`src/design/ooo_pkg.sv`:
```
package ooo_pkg;

    // ========================================================================
    // default sizes, overridden through the top level parameters
    // ========================================================================
    localparam int XLEN_DEF      = 32;
    localparam int PHYS_REGS_DEF = 64;
    localparam int RS_DEPTH_DEF  = 8;

    // ========================================================================
    // instruction fields
    // ========================================================================
    // alu operation code
    typedef logic [2:0]  alu_op_t;
    // raw immediate, sign-extended to XLEN in execute
    typedef logic [11:0] imm_t;

    // register-register ops
    localparam alu_op_t OP_ADD  = 3'd0;
    localparam alu_op_t OP_SUB  = 3'd1;
    localparam alu_op_t OP_AND  = 3'd2;
    localparam alu_op_t OP_OR   = 3'd3;
    localparam alu_op_t OP_XOR  = 3'd4;
    // shifts take the low 5 bits of operand 2
    localparam alu_op_t OP_SLL  = 3'd5;
    localparam alu_op_t OP_SRL  = 3'd6;
    // immediate replaces source 2
    localparam alu_op_t OP_ADDI = 3'd7;

endpackage

```
`src/design/dispatch_decode.sv`:
```
`timescale 1ns/1ps

module dispatch_decode import ooo_pkg::*; #(
    parameter  int PHYS_REGS = PHYS_REGS_DEF,
    localparam int TAG_W     = $clog2(PHYS_REGS)
) (
    input  logic             clock,
    input  logic             rst_n_i,
    // renamed instruction in
    input  logic             disp_valid_i,
    input  alu_op_t          disp_op_i,
    input  logic [TAG_W-1:0] disp_src1_i,
    input  logic [TAG_W-1:0] disp_src2_i,
    input  logic [TAG_W-1:0] disp_dest_i,
    input  imm_t             disp_imm_i,
    // completion broadcast
    input  logic             cdb_valid_i,
    input  logic [TAG_W-1:0] cdb_tag_i,
    // decoded entry toward the station
    output logic             dec_valid_o,
    output alu_op_t          dec_op_o,
    output logic [TAG_W-1:0] dec_src1_o,
    output logic             dec_src1_rdy_o,
    output logic [TAG_W-1:0] dec_src2_o,
    output logic             dec_src2_rdy_o,
    output logic [TAG_W-1:0] dec_dest_o,
    output imm_t             dec_imm_o
);

    // one busy bit per physical register
    logic [PHYS_REGS-1:0] busy_q;
    logic                 cdb_hit1;
    logic                 cdb_hit2;

    // ========================================================================
    // busy table
    // ========================================================================
    always_ff @(posedge clock) begin : busy_table
        if (!rst_n_i) begin
            busy_q <= '0;
        end else begin
            // producer done
            if (cdb_valid_i) begin
                busy_q[cdb_tag_i] <= 1'b0;
            end
            // new producer, set after the clear
            if (disp_valid_i) begin
                busy_q[disp_dest_i] <= 1'b1;
            end
        end
    end

    // ========================================================================
    // source readiness
    // ========================================================================
    // same-cycle cdb bypass, otherwise the wake-up would be missed
    assign cdb_hit1 = cdb_valid_i && (cdb_tag_i == disp_src1_i);
    assign cdb_hit2 = cdb_valid_i && (cdb_tag_i == disp_src2_i);

    assign dec_valid_o    = disp_valid_i;
    assign dec_op_o       = disp_op_i;
    assign dec_src1_o     = disp_src1_i;
    assign dec_src2_o     = disp_src2_i;
    assign dec_dest_o     = disp_dest_i;
    assign dec_imm_o      = disp_imm_i;
    assign dec_src1_rdy_o = !busy_q[disp_src1_i] || cdb_hit1;
    // addi has no second register source
    assign dec_src2_rdy_o = (disp_op_i == OP_ADDI) || !busy_q[disp_src2_i] || cdb_hit2;

    // a destination is only reused once its previous producer completed
    dest_not_busy: assert property (@(posedge clock) disable iff (!rst_n_i)
        disp_valid_i |-> !busy_q[disp_dest_i]
                         || (cdb_valid_i && (cdb_tag_i == disp_dest_i)))
        else $error("dispatch names busy destination tag %0d", disp_dest_i);

endmodule

```
`config.mk`:
```
export PLATFORM = sky130hd
export DESIGN_NAME = dispatch_decode
export DESIGN_NICKNAME = d
export VERILOG_FILES = /design/src/design/ooo_pkg.sv /design/src/design/dispatch_decode.sv
export SDC_FILE = /design/constraint.sdc
export NUM_CORES = 1
export LEC_CHECK = 0
export ABC_AREA = 1
export BUFFER_PORTS_ARGS = -buffer_cell sky130_fd_sc_hd__buf_2
export CORE_MARGIN = 5
export CORE_UTILIZATION = 40
export CTS_BUF_LIST = sky130_fd_sc_hd__clkbuf_2 sky130_fd_sc_hd__clkbuf_4 sky130_fd_sc_hd__clkbuf_8
export CTS_CLUSTER_DIAMETER = 50
export DETAILED_ROUTE_END_ITERATION = 6
export SLEW_MARGIN = 20
export SYNTH_ARGS = -nofsm -noshare
export SYNTH_HDL_FRONTEND = slang
export SYNTH_SLANG_ARGS = --single-unit
```
`constraint.sdc`:
```
create_clock -name clock -period 1.2 [get_ports clock]
set_input_delay 0.06 -clock clock [delete_from_list [all_inputs] [get_ports clock]]
set_output_delay 0.06 -clock clock [all_outputs]
set_load 0.005 [all_outputs]
```
* After elaboration in Yosys (flattened, before gate mapping)
Index checks and enable logic that the tools add are counted.
Word-level totals: bits in registers 64, bits of input ports 43, output and inout port bits 36, word-level logic and storage cells 33
Operators by class: magnitude comparators 6, equal/unequal tests 3, muxes and demuxes 11, bitwise operators 3, reduce and logical (&&, ||, !) cells 9
Operator list (number):
- 2-to-1 mux 64 bit | 3
- bitwise AND 64 bit | 1
- NOT 64 bit | 1
- bitwise OR 64 bit | 1
- < comparator 6 x 7 -> 1 bit, second input constant | 4
- binary-select mux 1 bit (select 6 bit) | 2
- demux 1 bit (select 6 bit) | 2
- == test 6 bit | 2
- >= comparator 6 x 1 -> 1 bit, second input constant | 2
- logical AND 1 bit | 4
- 2-to-1 mux 1 bit | 4
- == test 3 bit, second input constant | 1
- logical OR 1 bit | 3
- logical NOT 1 bit | 2

* Logic depth before layout (Yosys ltp)
Gate-level depths: netlist (run 1).
word-level depth 10, gate-level depth with buffers 12, gate-level depth less buffers 10

* Worst setup path before layout (run 1)
OpenSTA, ideal clock, no wires.
path type input port to output port, start input disp_src2_i[1], end output dec_src2_rdy_o, data arrival time 1.012 ns, required time 1.140 ns, slack 0.128 ns, stages on the path 11, buffers on the path 2, cell sequence buf_4 clkinv_1 buf_2 nand3_1 nand3_1 nand2_1 nand2_1 nand3_1 nand3_1 nand2_1 nand2_1
On the way: word-level cells in the longest chain between the ends 5, elaborated cells between the ends (all ways) 7, classes of those cells eq/ne: 1; mux: 2; reduce/logical: 4
Ends and longest elaborated chain:
- start: declaration | line dispatch_decode.sv:13 | input logic [TAG_W-1:0] disp_src2_i,
- binary-select mux 1 bit (select 6 bit) | line dispatch_decode.sv:68 | assign dec_src2_rdy_o = (disp_op_i == OP_ADDI) || !busy_q[disp_src2_i] || cdb_hit2;
- 2-to-1 mux 1 bit (not written as such) | line dispatch_decode.sv:68
- logical NOT 1 bit | line dispatch_decode.sv:68
- logical OR 1 bit | line dispatch_decode.sv:68
- logical OR 1 bit (*) | line dispatch_decode.sv:68
- end: declaration | line dispatch_decode.sv:25 | output logic dec_src2_rdy_o,
Every way passes the cells marked *; elsewhere a longest branch is shown, timed or not. The select of a mux whose other input is x is not followed.

* Worst setup path after layout (run 1)
start register busy_q[7], end output dec_src1_rdy_o
On the way: word-level cells in the longest chain between the ends 4
Ends and longest elaborated chain:
- start: declaration | line dispatch_decode.sv:31 | logic [PHYS_REGS-1:0] busy_q;
- start signal: assignment | line dispatch_decode.sv:40 | busy_q <= '0;
- start signal: indexed assignment | line dispatch_decode.sv:44 | busy_q[cdb_tag_i] <= 1'b0;
- start signal: indexed assignment | line dispatch_decode.sv:48 | busy_q[disp_dest_i] <= 1'b1;
- binary-select mux 1 bit (select 6 bit) | line dispatch_decode.sv:66 | assign dec_src1_rdy_o = !busy_q[disp_src1_i] || cdb_hit1;
- 2-to-1 mux 1 bit (not written as such) | line dispatch_decode.sv:66
- logical NOT 1 bit | line dispatch_decode.sv:66
- logical OR 1 bit | line dispatch_decode.sv:66
- end: declaration | line dispatch_decode.sv:23 | output logic dec_src1_rdy_o,
Every way passes these cells. The select of a mux whose other input is x is not followed.

==> results of run 1 <==
[timing repair]
| action | CTS | global route |
|---|---|---|
| setup endpoints to repair | 2 | 2 |
| buffers inserted | 0 | 1 |
| resized for setup | 61 | 9 |
| hold buffers | 0 | 0 |
| pin swaps | 14 | 14 |
[worst max path at each step]
stage,from,end,slack (ps),cells past startpoint
after detailed placement,disp_src1_i[0],dec_src1_rdy_o,-120,13
after global placement,disp_src2_i[0],dec_src2_rdy_o,-80,13
after floorplan,disp_src2_i[1],dec_src2_rdy_o,130,11
after CTS,busy_q[8],dec_src1_rdy_o,-300,10
after global routing,busy_q[36],dec_src2_rdy_o,-440,10
final,busy_q[7],dec_src1_rdy_o,-310,10
[synthesized netlist by cell type (all sizes together)]
| library cell | n | area share |
|---|---|---|
| nor2 | 5 | 0.0043 |
| o22ai | 4 | 0.0057 |
| clkbuf | 14 | 0.012 |
| o21ai | 65 | 0.074 |
| nand2 | 241 | 0.21 |
| xor2 | 2 | 0.0040 |
| xnor2 | 1 | 0.0020 |
| inv | 27 | 0.023 |
| nor4 | 9 | 0.042 |
| a211oi | 1 | 0.0017 |
| clkinv | 3 | 0.0026 |
| buf | 54 | 0.085 |
| dfxtp | 64 | 0.29 |
| o21a | 1 | 0.0017 |
| a21oi | 65 | 0.074 |
| o221ai | 1 | 0.0020 |
| nand3 | 119 | 0.14 |
| nor3 | 17 | 0.025 |
| nand4 | 2 | 0.0029 |
| o2111ai | 2 | 0.0040 |
[worst max-delay path, delay by kind of cell (launching register included)]
family | cells | cell delay (ps)
and+or+nand+nor | 9 | 620
DFF | 1 | 360
buffers and inverters | 1 | 120
[cell families after synthesis]
logic type	after synthesis	share of synthesized area
AOI/OAI and AO/OA	139	0.163
buffers and inverters	98	0.123
DFF	64	0.292
xor gates and xnor gates	3	0.00599
and+or+nand+nor	393	0.416
[area by class of cell]
cell class                 count  share of cell area
clock buffer                  10              0.0251
clock inverter                 6             0.00693
inverter                      30              0.0215
multi-input combinational    535               0.498
sequential                    64               0.261
tap                          140              0.0335
timing repair buffer         112               0.154
[per-stage QoR]
step	total power, W	std cells	hold slack (ps)	instance area, sq um
floorplan	0.00279	697	201	4390
global placement	0.00313	880	120	4930
detailed placement	0.00313	880	120	4930
CTS	0.00469	896	67.0	5200
global route	0.00487	897	97.3	5230
finish	0.00467	897	72.4	5230
[routing by layer]
layer	global-route usage	wire length, microns
met1	0.349	7020
met2	0.364	6710
met3	0.0389	1600
met4	0.0618	275
met5	0	0
[where the power goes]
part	internal, W	switching (W)	total [W]
combinational	0.000350	0.000596	0.000946
sequential	0.00213	0.0000170	0.00214
clock	0.000759	0.000818	0.00158
total	0.00324	0.00143	0.00467
==> impl_results.md, run 1 <==
* Slowest-stage cell, CP: dfxtp_2
* Largest net degree at the start of global routing at 39
* Yosys warnings at 0
* Max-slew headroom at 0.613
* Synth cell types at 25
* Clk slew on worst S/H paths at 70 ps
* CP most frequent cell: nand2_1
* Crit share post-route at 1.26
* Initial antenna violation count at 0
* Flops & latches, synth at 64
* Hold EP: busy_q[31]
* Final nets at 795
* Routability cong. at 0.951
* Final slew viol count at 0
* Critical R2R Launch: busy_q[8]
* Post-synthesis sequential area ratio at 0.292
* Most frequent cells in the layout: 239 x nand2_1, 112 x nand3_1, 65 x o21ai_0, 65 x a21oi_1, 54 x buf_2
* CTS Sinks at 64
* Reg2Reg Setup Slack at 430 ps
* Crit-path cells: nand2_1 -> nand3_1 -> nand3_2 -> nand2_1 -> nand2_1 -> nand3_1 -> nand3_1 -> nand2_1 -> nand2_1 -> buf_2
* Syn_nets at 740
* Vias per std cell at 5.56
* Core area at 10800 sq um
* Register area at 1370 sq um
* Global-route wire length before repair at 24.6 mm
* CP Capture Type: primary output
* Die height at 115 microns
* Mean instance size in the synthesized netlist at 6.30 sq um
* Max Root-Sink Buffers at 2
* Max FFs per register at 64
* Diode count at 0
* Filler instances at 1124
* Setup TNS at -595 ps
* Max Clock Freq at 0.664 GHz
* Area grow syn2layout at 19.3%
* Pre-CTS setup slack at -117 ps
* Crit-path max FO at 3
* H-tree depth at 3
* Status: complete, but fails checks
* Clock Tree Root: clkbuf_8
* Worst Slack Setup Final at -307 ps
* Detailed Routing Iterations Pass 1 at 6
* Commonest non-fill, non-tap cell in the layout: nand2_1
* Crit start category: register
* CP arrival at 1450 ps
* Critical path class: register to primary output
* LEAKAGE at 2.00 nW
* Final setup vio count at 2
* Area of the multi-input gates at 2610 sq um
* Max Cap Viol at 0
* Largest registers: busy_q (64)
* Initial core utilization at 0.407
* Port-buffer cells at 54
* Residual DRC at 0
* Top Ports at 79
* Tmin final at 1510 ps
* Vias at 4989
* HP Start: disp_dest_i[4]
* Largest stage delay, worst path at 360 ps
* Die footprint at 13200 sq um
* WHS Path Cells at 3
* Peak supply drop at 465 uV
* Placed wire-length estimate at 11.7 mm
* TritonCTS Buffers at 9
* Routed Antenna Nets at 0
* GR Util All Layers at 0.238
* Worst r2r path cells at 3
* Mapped Area at 4390 sq um
* Die W at 115 microns
* Layout Skew at 0 ps
* Reg with most FFs: busy_q
* Worst R2R End: busy_q[8]
* Final Hold Fails at 0
* Number of global-route vias before repair at 4487
* Share of cells above drive strength 1 at 0.279
* Synth Instances at 697
* PD cells at 892 nW/um^2
* Average wire per standard cell at 17.4 microns
* Hold crit path type: primary input to register
* Unrepaired setup endpoints after global routing: yes
* Final wirelength at 15.6 mm
* CTS tree: done
* Std-Cell Rows at 38
* Clock Latency Late Sink at 330 ps
* Remaining Overflow, GRT at 0
* Worst-margin pin slew at 578 ps
* Final Util at 0.485
* Failing checks: negative setup slack
* Worst endpoint required time at 1140 ps
* DRT iter0 DRCs at 503
Power figures use the tool's default switching activity.
==> run 2: changes to the inputs <==
--- a/config.mk
+++ b/config.mk
@@ -5,13 +5,15 @@
 export SDC_FILE = /design/constraint.sdc
 export NUM_CORES = 1
 export LEC_CHECK = 0
-export ABC_AREA = 1
 export BUFFER_PORTS_ARGS = -buffer_cell sky130_fd_sc_hd__buf_2
+export CELL_PAD_IN_SITES_DETAIL_PLACEMENT = 1
+export CELL_PAD_IN_SITES_GLOBAL_PLACEMENT = 1
 export CORE_MARGIN = 5
 export CORE_UTILIZATION = 40
 export CTS_BUF_LIST = sky130_fd_sc_hd__clkbuf_2 sky130_fd_sc_hd__clkbuf_4 sky130_fd_sc_hd__clkbuf_8
 export CTS_CLUSTER_DIAMETER = 50
 export DETAILED_ROUTE_END_ITERATION = 6
+export PLACE_DENSITY_LB_ADDON = 0.1
 export SLEW_MARGIN = 20
 export SYNTH_ARGS = -nofsm -noshare
 export SYNTH_HDL_FRONTEND = slang
==> impl_results.md, run 2 <==
* Status: complete, but fails checks (unchanged)
* Failing checks: negative setup slack (unchanged)
* Top cell type's share of synthesized area at 0.295 (was 0.292)
* Worst Slack Setup Final at -1060 ps (was -307 ps)
* Number of synthesized flops with an enable pin at 0 (unchanged)
* Final nets at 593 (was 795)
* Max Clock Freq at 0.442 GHz (was 0.664 GHz)
* HP Start: disp_dest_i[4] (unchanged)
* Critical R2R Launch: busy_q[8] (unchanged)
* DRT iter0 DRCs at 358 (was 503)
* Post-synthesis sequential area ratio at 0.295 (was 0.292)
* PD cells at 913 nW/um^2 (was 892 nW/um^2)
* Peak supply drop at 468 uV (was 465 uV)
* Residual DRC at 0 (unchanged)
* Synth cell types at 44 (was 25)
* Remaining Overflow, GRT at 0 (unchanged)
* Max-slew headroom at 0.796 (was 0.613)
* Routed Antenna Nets at 0 (unchanged)
* Die height at 114 microns (was 115 microns)
* Clock Latency Late Sink at 350 ps (was 330 ps)
* Max Cap Viol at 0 (unchanged)
* Tmin final at 2260 ps (was 1510 ps)
* Average wire per standard cell at 21.8 microns (was 17.4 microns)
* Vias at 3905 (was 4989)
* Top Family by Delay on Critical Path: multiplexers (was simple AND/OR/NAND/NOR gates)
* CP arrival at 2200 ps (was 1450 ps)
* Largest net degree at the start of global routing at 65 (was 39)
* Crit-path cells: mux4_2 -> mux4_2 -> a222oi_1 -> buf_2 (was nand2_1 -> nand3_1 -> nand3_2 -> nand2_1 -> nand2_1 -> nand3_1 -> nand3_1 -> nand2_1 -> nand2_1 -> buf_2)
* Initial core utilization at 0.404 (was 0.407)
* H-tree depth at 3 (unchanged)
* Post-synthesis compound-gate area fraction at 0.211 (was 0.163)
* Synth Area in Adders at 0 (unchanged)
* Placed wire-length estimate at 11.8 mm (was 11.7 mm)
* Std-Cell Rows at 38 (unchanged)
* Vias per std cell at 5.62 (was 5.56)
* Syn_nets at 525 (was 740)
* Slowest-stage cell, CP: mux4_2 (was dfxtp_2)
* Number of global-route vias before repair at 4087 (was 4487)
* Yosys top cell by area: dfxtp_1 (unchanged)
* Critical path class: register to primary output (unchanged)
* Hold crit path type: primary input to register (unchanged)
* Commonest non-fill, non-tap cell in the layout: nand2_1 (unchanged)
* Worst endpoint required time at 1140 ps (about the same)
* Detailed Routing Iterations Pass 1 at 5 (was 6)
* Largest family of logic cells by synthesized area: compound AO/OA/AOI/OAI gates (was simple AND/OR/NAND/NOR gates)
* Final setup vio count at 2 (unchanged)
* Crit start category: register (unchanged)
* Cell with the most instances after synthesis: nand2_1 (unchanged)
* Layout Skew at 0 ps (unchanged)
* Synth Flop Type: dfxtp_1 (unchanged)
* Setup TNS at -2010 ps (was -595 ps)
* Post-Synth XOR/XNOR Area at 0.0242 (was 0.00599)
* Mux contribution to synthesized area at 0.200 (was 0)
* Routability cong. at 0.886 (was 0.951)
* Share of cells above drive strength 1 at 0.346 (was 0.279)
* Port-buffer cells at 54 (unchanged)
* GR Util All Layers at 0.241 (was 0.238)
* Largest stage delay, worst path at 490 ps (was 360 ps)
* Die footprint at 13000 sq um (was 13200 sq um)
* Total power draw at 0.00483 W (was 0.00467 W)
* Final hold slack at 58.9 ps (was 72.4 ps)
* Diode count at 0 (unchanged)
* Clock Tree Root: clkbuf_8 (unchanged)
* Top Ports at 79 (unchanged)
* Synth Area in Simple Gates at 0.163 (was 0.416)
* CTS tree: done (unchanged)
* Crit-path max FO at 3 (unchanged)
* Max Root-Sink Buffers at 2 (unchanged)
* Yosys warnings at 0 (unchanged)
* Pre-CTS setup slack at -730 ps (was -117 ps)
* Worst Setup SP: busy_q[22] (was busy_q[7])
* Reg with most FFs: busy_q (unchanged)
* Mean instance size in the synthesized netlist at 9.01 sq um (was 6.30 sq um)
* Crit share post-route at 1.89 (was 1.26)
* Final wirelength at 15.2 mm (was 15.6 mm)
* Buf/Inv on CP at 1 (unchanged)
* LEAKAGE at 2.00 nW (about the same)
* Mapped Area at 4340 sq um (was 4390 sq um)
* Most frequent cells in the layout: 71 x nand2_1, 70 x buf_4, 64 x a21boi_0 (was 239 x nand2_1, 112 x nand3_1, 65 x o21ai_0, 65 x a21oi_1, 54 x buf_2)
* Worst-margin pin slew at 305 ps (was 578 ps)
* Final Util at 0.492 (was 0.485)
* Area grow syn2layout at 21.8% (was 19.3%)
* Final Hold Fails at 0 (unchanged)
* Top cells by area, synth: dfxtp_1 30%, a21boi_0 11%, mux4_1 9.1% (was dfxtp_1 29%, nand2_1 21%, nand3_1 14%)
* FFs w/ async S/R, synth at 0 (unchanged)
* Core area at 10700 sq um (was 10800 sq um)
* TritonCTS Buffers at 9 (unchanged)
* Initial antenna violation count at 0 (unchanged)
* Synth Instances at 482 (was 697)
* Final slew viol count at 0 (unchanged)
* Global-route wire length before repair at 23.5 mm (was 24.6 mm)
* Filler instances at 1282 (was 1124)
* CTS Sinks at 64 (unchanged)
* Clk slew on worst S/H paths at 70 ps (about the same)
* Largest registers: busy_q (64) (unchanged)
* CP Capture Type: primary output (unchanged)
* Flops & latches, synth at 64 (unchanged)
* Max FFs per register at 64 (unchanged)
* Unrepaired setup endpoints after global routing: yes (unchanged)
* Die W at 114 microns (was 115 microns)
* CP most frequent cell: mux4_2 (was nand2_1)
* Top cells by count, synth: 71 x nand2_1, 65 x a21boi_0, 65 x o21ai_0 (was 241 x nand2_1, 119 x nand3_1, 65 x a21oi_1, 65 x o21ai_0, 64 x dfxtp_1)
-- run 2: metal layers --
metal | track usage | vias to the layer above | routed length [microns]
met3 | 0.0359 | 20 | 1010
li1 | - | 1854 | -
met2 | 0.385 | 129 | 6970
met4 | 0.0808 | 0 | 249
met5 | 0 | - | 0
met1 | 0.334 | 1902 | 6930
-- run 2: power breakdown --
group          internal (W)  leakage (nW)  switching, W
clock network      0.000971        0.0955      0.000898
logic              0.000389          1.38      0.000416
registers           0.00214         0.520     0.0000130
total               0.00350          2.00       0.00133
-- run 2: kinds of logic (layout without fill, tap and decap cells) --
group	count (synthesis)	count (layout)
muxes	41	41
AOI/OAI and AO/OA	143	143
xor gates and xnor gates	12	12
DFF	64	64
buffers and inverters	82	155
and+or+nand+nor	140	140
-- run 2: final timing paths --
check / slack, ps / to / cells after the start
min reg2reg: 500 / busy_q[6] / 2
max reg2reg: 400 / busy_q[8] / 2
max: -1060 / dec_src1_rdy_o / 4
min: 60 / busy_q[31] / 3
-- run 2: timing repair --
| action | in CTS | in global routing |
|---|---|---|
| endpoints found under the setup margin | 2 | 3 |
| pin swaps | 3 | 2 |
| gates resized for setup | 5 | 6 |
| hold buffers | 0 | 0 |
| setup buffers | 0 | 0 |
-- run 2: layout make-up --
cell class	instances	area, sq um	share of cell area
clock inverters	6	60.1	0.0114
inverters	4	15.0	0.00284
clock buffers	10	131	0.0249
repair buffers	135	1020	0.192
well taps	140	175	0.0331
multi-input cells	336	2600	0.491
flip-flops and latches	64	1290	0.244
-- run 2: worst register-to-register path, delay by kind of cell, from the launching register on --
family,cells,cell delay [ps]
flip-flops,1,420
AO/OA/AOI/OAI,2,300
-- run 2: metrics by stage --
step	cells	instance area [sq um]
finish	695	5290
global route	695	5290
CTS	695	5280
detailed placement	679	5080
global placement	679	5080
floorplan	482	4370
==> run 3: changes to the inputs <==
--- a/config.mk
+++ b/config.mk
@@ -5,7 +5,7 @@
 export SDC_FILE = /design/constraint.sdc
 export NUM_CORES = 1
 export LEC_CHECK = 0
-export BUFFER_PORTS_ARGS = -buffer_cell sky130_fd_sc_hd__buf_2
+export BUFFER_PORTS_ARGS = -buffer_cell sky130_fd_sc_hd__buf_4
 export CELL_PAD_IN_SITES_DETAIL_PLACEMENT = 1
 export CELL_PAD_IN_SITES_GLOBAL_PLACEMENT = 1
 export CORE_MARGIN = 5
@@ -14,7 +14,7 @@
 export CTS_CLUSTER_DIAMETER = 50
 export DETAILED_ROUTE_END_ITERATION = 6
 export PLACE_DENSITY_LB_ADDON = 0.1
-export SLEW_MARGIN = 20
+export SETUP_SLACK_MARGIN = 0.02
 export SYNTH_ARGS = -nofsm -noshare
 export SYNTH_HDL_FRONTEND = slang
 export SYNTH_SLANG_ARGS = --single-unit
==> impl_results.md, run 3 (synthesis results as in run 2) <==
* Status: complete, but fails checks (unchanged)
* Failing checks: negative setup slack (unchanged)
* Routability cong. at 0.919 (was 0.886)
* Final Hold Fails at 0 (unchanged)
* Sequential Power Share at 0.436 (was 0.446)
* Final wirelength at 16.1 mm (was 15.2 mm)
* Core area at 10700 sq um (unchanged)
* Detailed Routing Iterations Pass 1 at 4 (was 5)
* Worst Setup SP: busy_q[6] (was busy_q[22])
* Worst-margin pin slew at 431 ps (was 305 ps)
* Hold crit path type: primary input to register (unchanged)
* Worst endpoint required time at 1140 ps (about the same)
* Most frequent cells in the layout: 142 x buf_4, 71 x nand2_1, 64 x a21boi_0 (was 71 x nand2_1, 70 x buf_4, 64 x a21boi_0)
* Comb pwr share at 0.175 (was 0.167)
* Share of cells above drive strength 1 at 0.361 (was 0.346)
* TritonCTS Buffers at 9 (unchanged)
* Critical R2R Launch: busy_q[55] (was busy_q[8])
* Crit-path max FO at 2 (was 3)
* Layout Skew at 0 ps (unchanged)
* LEAKAGE at 2.13 nW (was 2.00 nW)
* Residual DRC at 0 (unchanged)
* Post-Place Cells at 696 (was 679)
* Final setup vio count at 2 (unchanged)
* Vias per std cell at 5.83 (was 5.62)
* Total power draw at 0.00493 W (was 0.00483 W)
* Max Root-Sink Buffers at 2 (unchanged)
* Final cell count without fillers at 711 (was 695)
* Clock power frac at 0.389 (was 0.387)
* Port-buffer cells at 54 (unchanged)
* Remaining Overflow, GRT at 0 (unchanged)
* PD cells at 893 nW/um^2 (was 913 nW/um^2)
* Max Clock Freq at 0.424 GHz (was 0.442 GHz)
* HP Start: disp_dest_i[4] (unchanged)
* CTS Sinks at 64 (unchanged)
* Pre-CTS setup slack at -882 ps (was -730 ps)
* Unrepaired setup endpoints after global routing: yes (unchanged)
* CP arrival at 2300 ps (was 2200 ps)
* Die W at 114 microns (unchanged)
* Number of global-route vias before repair at 4213 (was 4087)
* Top Ports at 79 (unchanged)
* Largest registers: busy_q (64) (unchanged)
* CTS tree: done (unchanged)
* Die height at 114 microns (unchanged)
* Switch share at 0.273 (was 0.275)
* Placed wire-length estimate at 12.0 mm (was 11.8 mm)
* Internal Pwr Total at 0.00359 W (was 0.00350 W)
* Worst Slack Setup Final at -1160 ps (was -1060 ps)
* Vias at 4143 (was 3905)
* Std-Cell Rows at 38 (unchanged)
* Final nets at 610 (was 593)
* Clk slew on worst S/H paths at 80 ps (was 70 ps)
* Area grow syn2layout at 27.2% (was 21.8%)
* Global-route wire length before repair at 24.7 mm (was 23.5 mm)
* Diode count at 0 (unchanged)
* Max FFs per register at 64 (unchanged)
* DRT iter0 DRCs at 399 (was 358)
* GR Util All Layers at 0.254 (was 0.241)
* Peak supply drop at 531 uV (was 468 uV)
* H-tree depth at 3 (unchanged)
* Tmin final at 2360 ps (was 2260 ps)
* Final hold slack at 49.0 ps (was 58.9 ps)
* Switching pwr at 0.00134 W (was 0.00133 W)
* Initial antenna violation count at 0 (unchanged)
* Clock Tree Root: clkbuf_8 (unchanged)
* Setup TNS at -2230 ps (was -2010 ps)
* Reg with most FFs: busy_q (unchanged)
* Commonest non-fill, non-tap cell in the layout: buf_4 (was nand2_1)
* Critical path class: register to primary output (unchanged)
* Filler instances at 1275 (was 1282)
* Max Cap Viol at 0 (unchanged)
* Crit start category: register (unchanged)
* Crit share post-route at 1.97 (was 1.89)
* Final slew viol count at 0 (unchanged)
* Initial core utilization at 0.404 (unchanged)
* Average wire per standard cell at 22.6 microns (was 21.8 microns)
* Clock Latency Late Sink at 360 ps (was 350 ps)
* CP Capture Type: primary output (unchanged)
* Die footprint at 13000 sq um (unchanged)
* Cts hold-fix bufs at 0 (unchanged)
* Routed Antenna Nets at 0 (unchanged)
* Largest net degree at the start of global routing at 65 (unchanged)
* Max-slew headroom at 0.713 (was 0.796)
==> run 3: changes by cell type in the layout (fill, tap and decap cells not counted), sizes merged <==
| cell | change |
|---|---|
| buf | +17 |
| clkinvlp | -2 |
| clkbuf | +1 |
==> run 3: power groups by stage <==
| stage | Clock, W | Sequential (W) | Combinational, W |
|---|---|---|---|
| 2_1_floorplan | 0 | 0.00219 | 0.000509 |
| 3_3_place_gp | 0 | 0.00220 | 0.000844 |
| 3_5_place_dp | 0 | 0.00220 | 0.000860 |
| 4_1_cts | 0.00193 | 0.00215 | 0.000864 |
| 5_1_grt | 0.00203 | 0.00215 | 0.000924 |
| 6_report | 0.00192 | 0.00215 | 0.000864 |
==> run 3: stage by stage <==
stage	area, sq um	util
after global routing	5520	0.514
after global placement	5320	0.495
after CTS	5510	0.513
after floorplan	4380	-
final	5520	0.514
after detailed placement	5320	0.495
==> run 3: repair_timing <==
action | in CTS | in global routing
resized for setup | 5 | 3
hold endpoints to repair | 0 | 0
setup endpoints to repair | 2 | 2
pin swaps | 3 | 1
setup buffers | 0 | 0
==> run 3: worst paths after layout <==
| path | to | slack (ps) | cells past startpoint |
|---|---|---|---|
| setup / recovery | dec_src1_rdy_o | -1160 | 4 |
| hold / removal | busy_q[31] | 50 | 3 |
| setup reg to reg | busy_q[55] | 300 | 3 |
| hold reg to reg | busy_q[61] | 510 | 2 |
==> run 3: area by class of cell <==
cell class | instances | area (sq um) | share of cell area
Multi-Input combinational cell | 336 | 2590 | 0.470
Sequential cell | 64 | 1290 | 0.233
Timing Repair Buffer | 152 | 1260 | 0.228
Tap cell | 140 | 175 | 0.0317
Clock buffer | 11 | 145 | 0.0263
Clock inverter | 4 | 45.0 | 0.00816
Inverter | 4 | 15.0 | 0.00272
==> run 3: critical path: stages, from the launching register on <==
cell	delay, ps
dfxtp_1	320
mux4_2	470
mux4_2	480
a222oi_1	470
buf_4	190
==> run 3: routing by layer <==
metal  GRT usage  up-vias  share of wire  routed length [microns]
li1            -     1881              -                        -
met1       0.348     2064           0.44                     7060
met2       0.409      163           0.46                     7410
met3      0.0375       35          0.072                     1160
met4      0.0911        0          0.026                      423
met5           0        -              0                        0
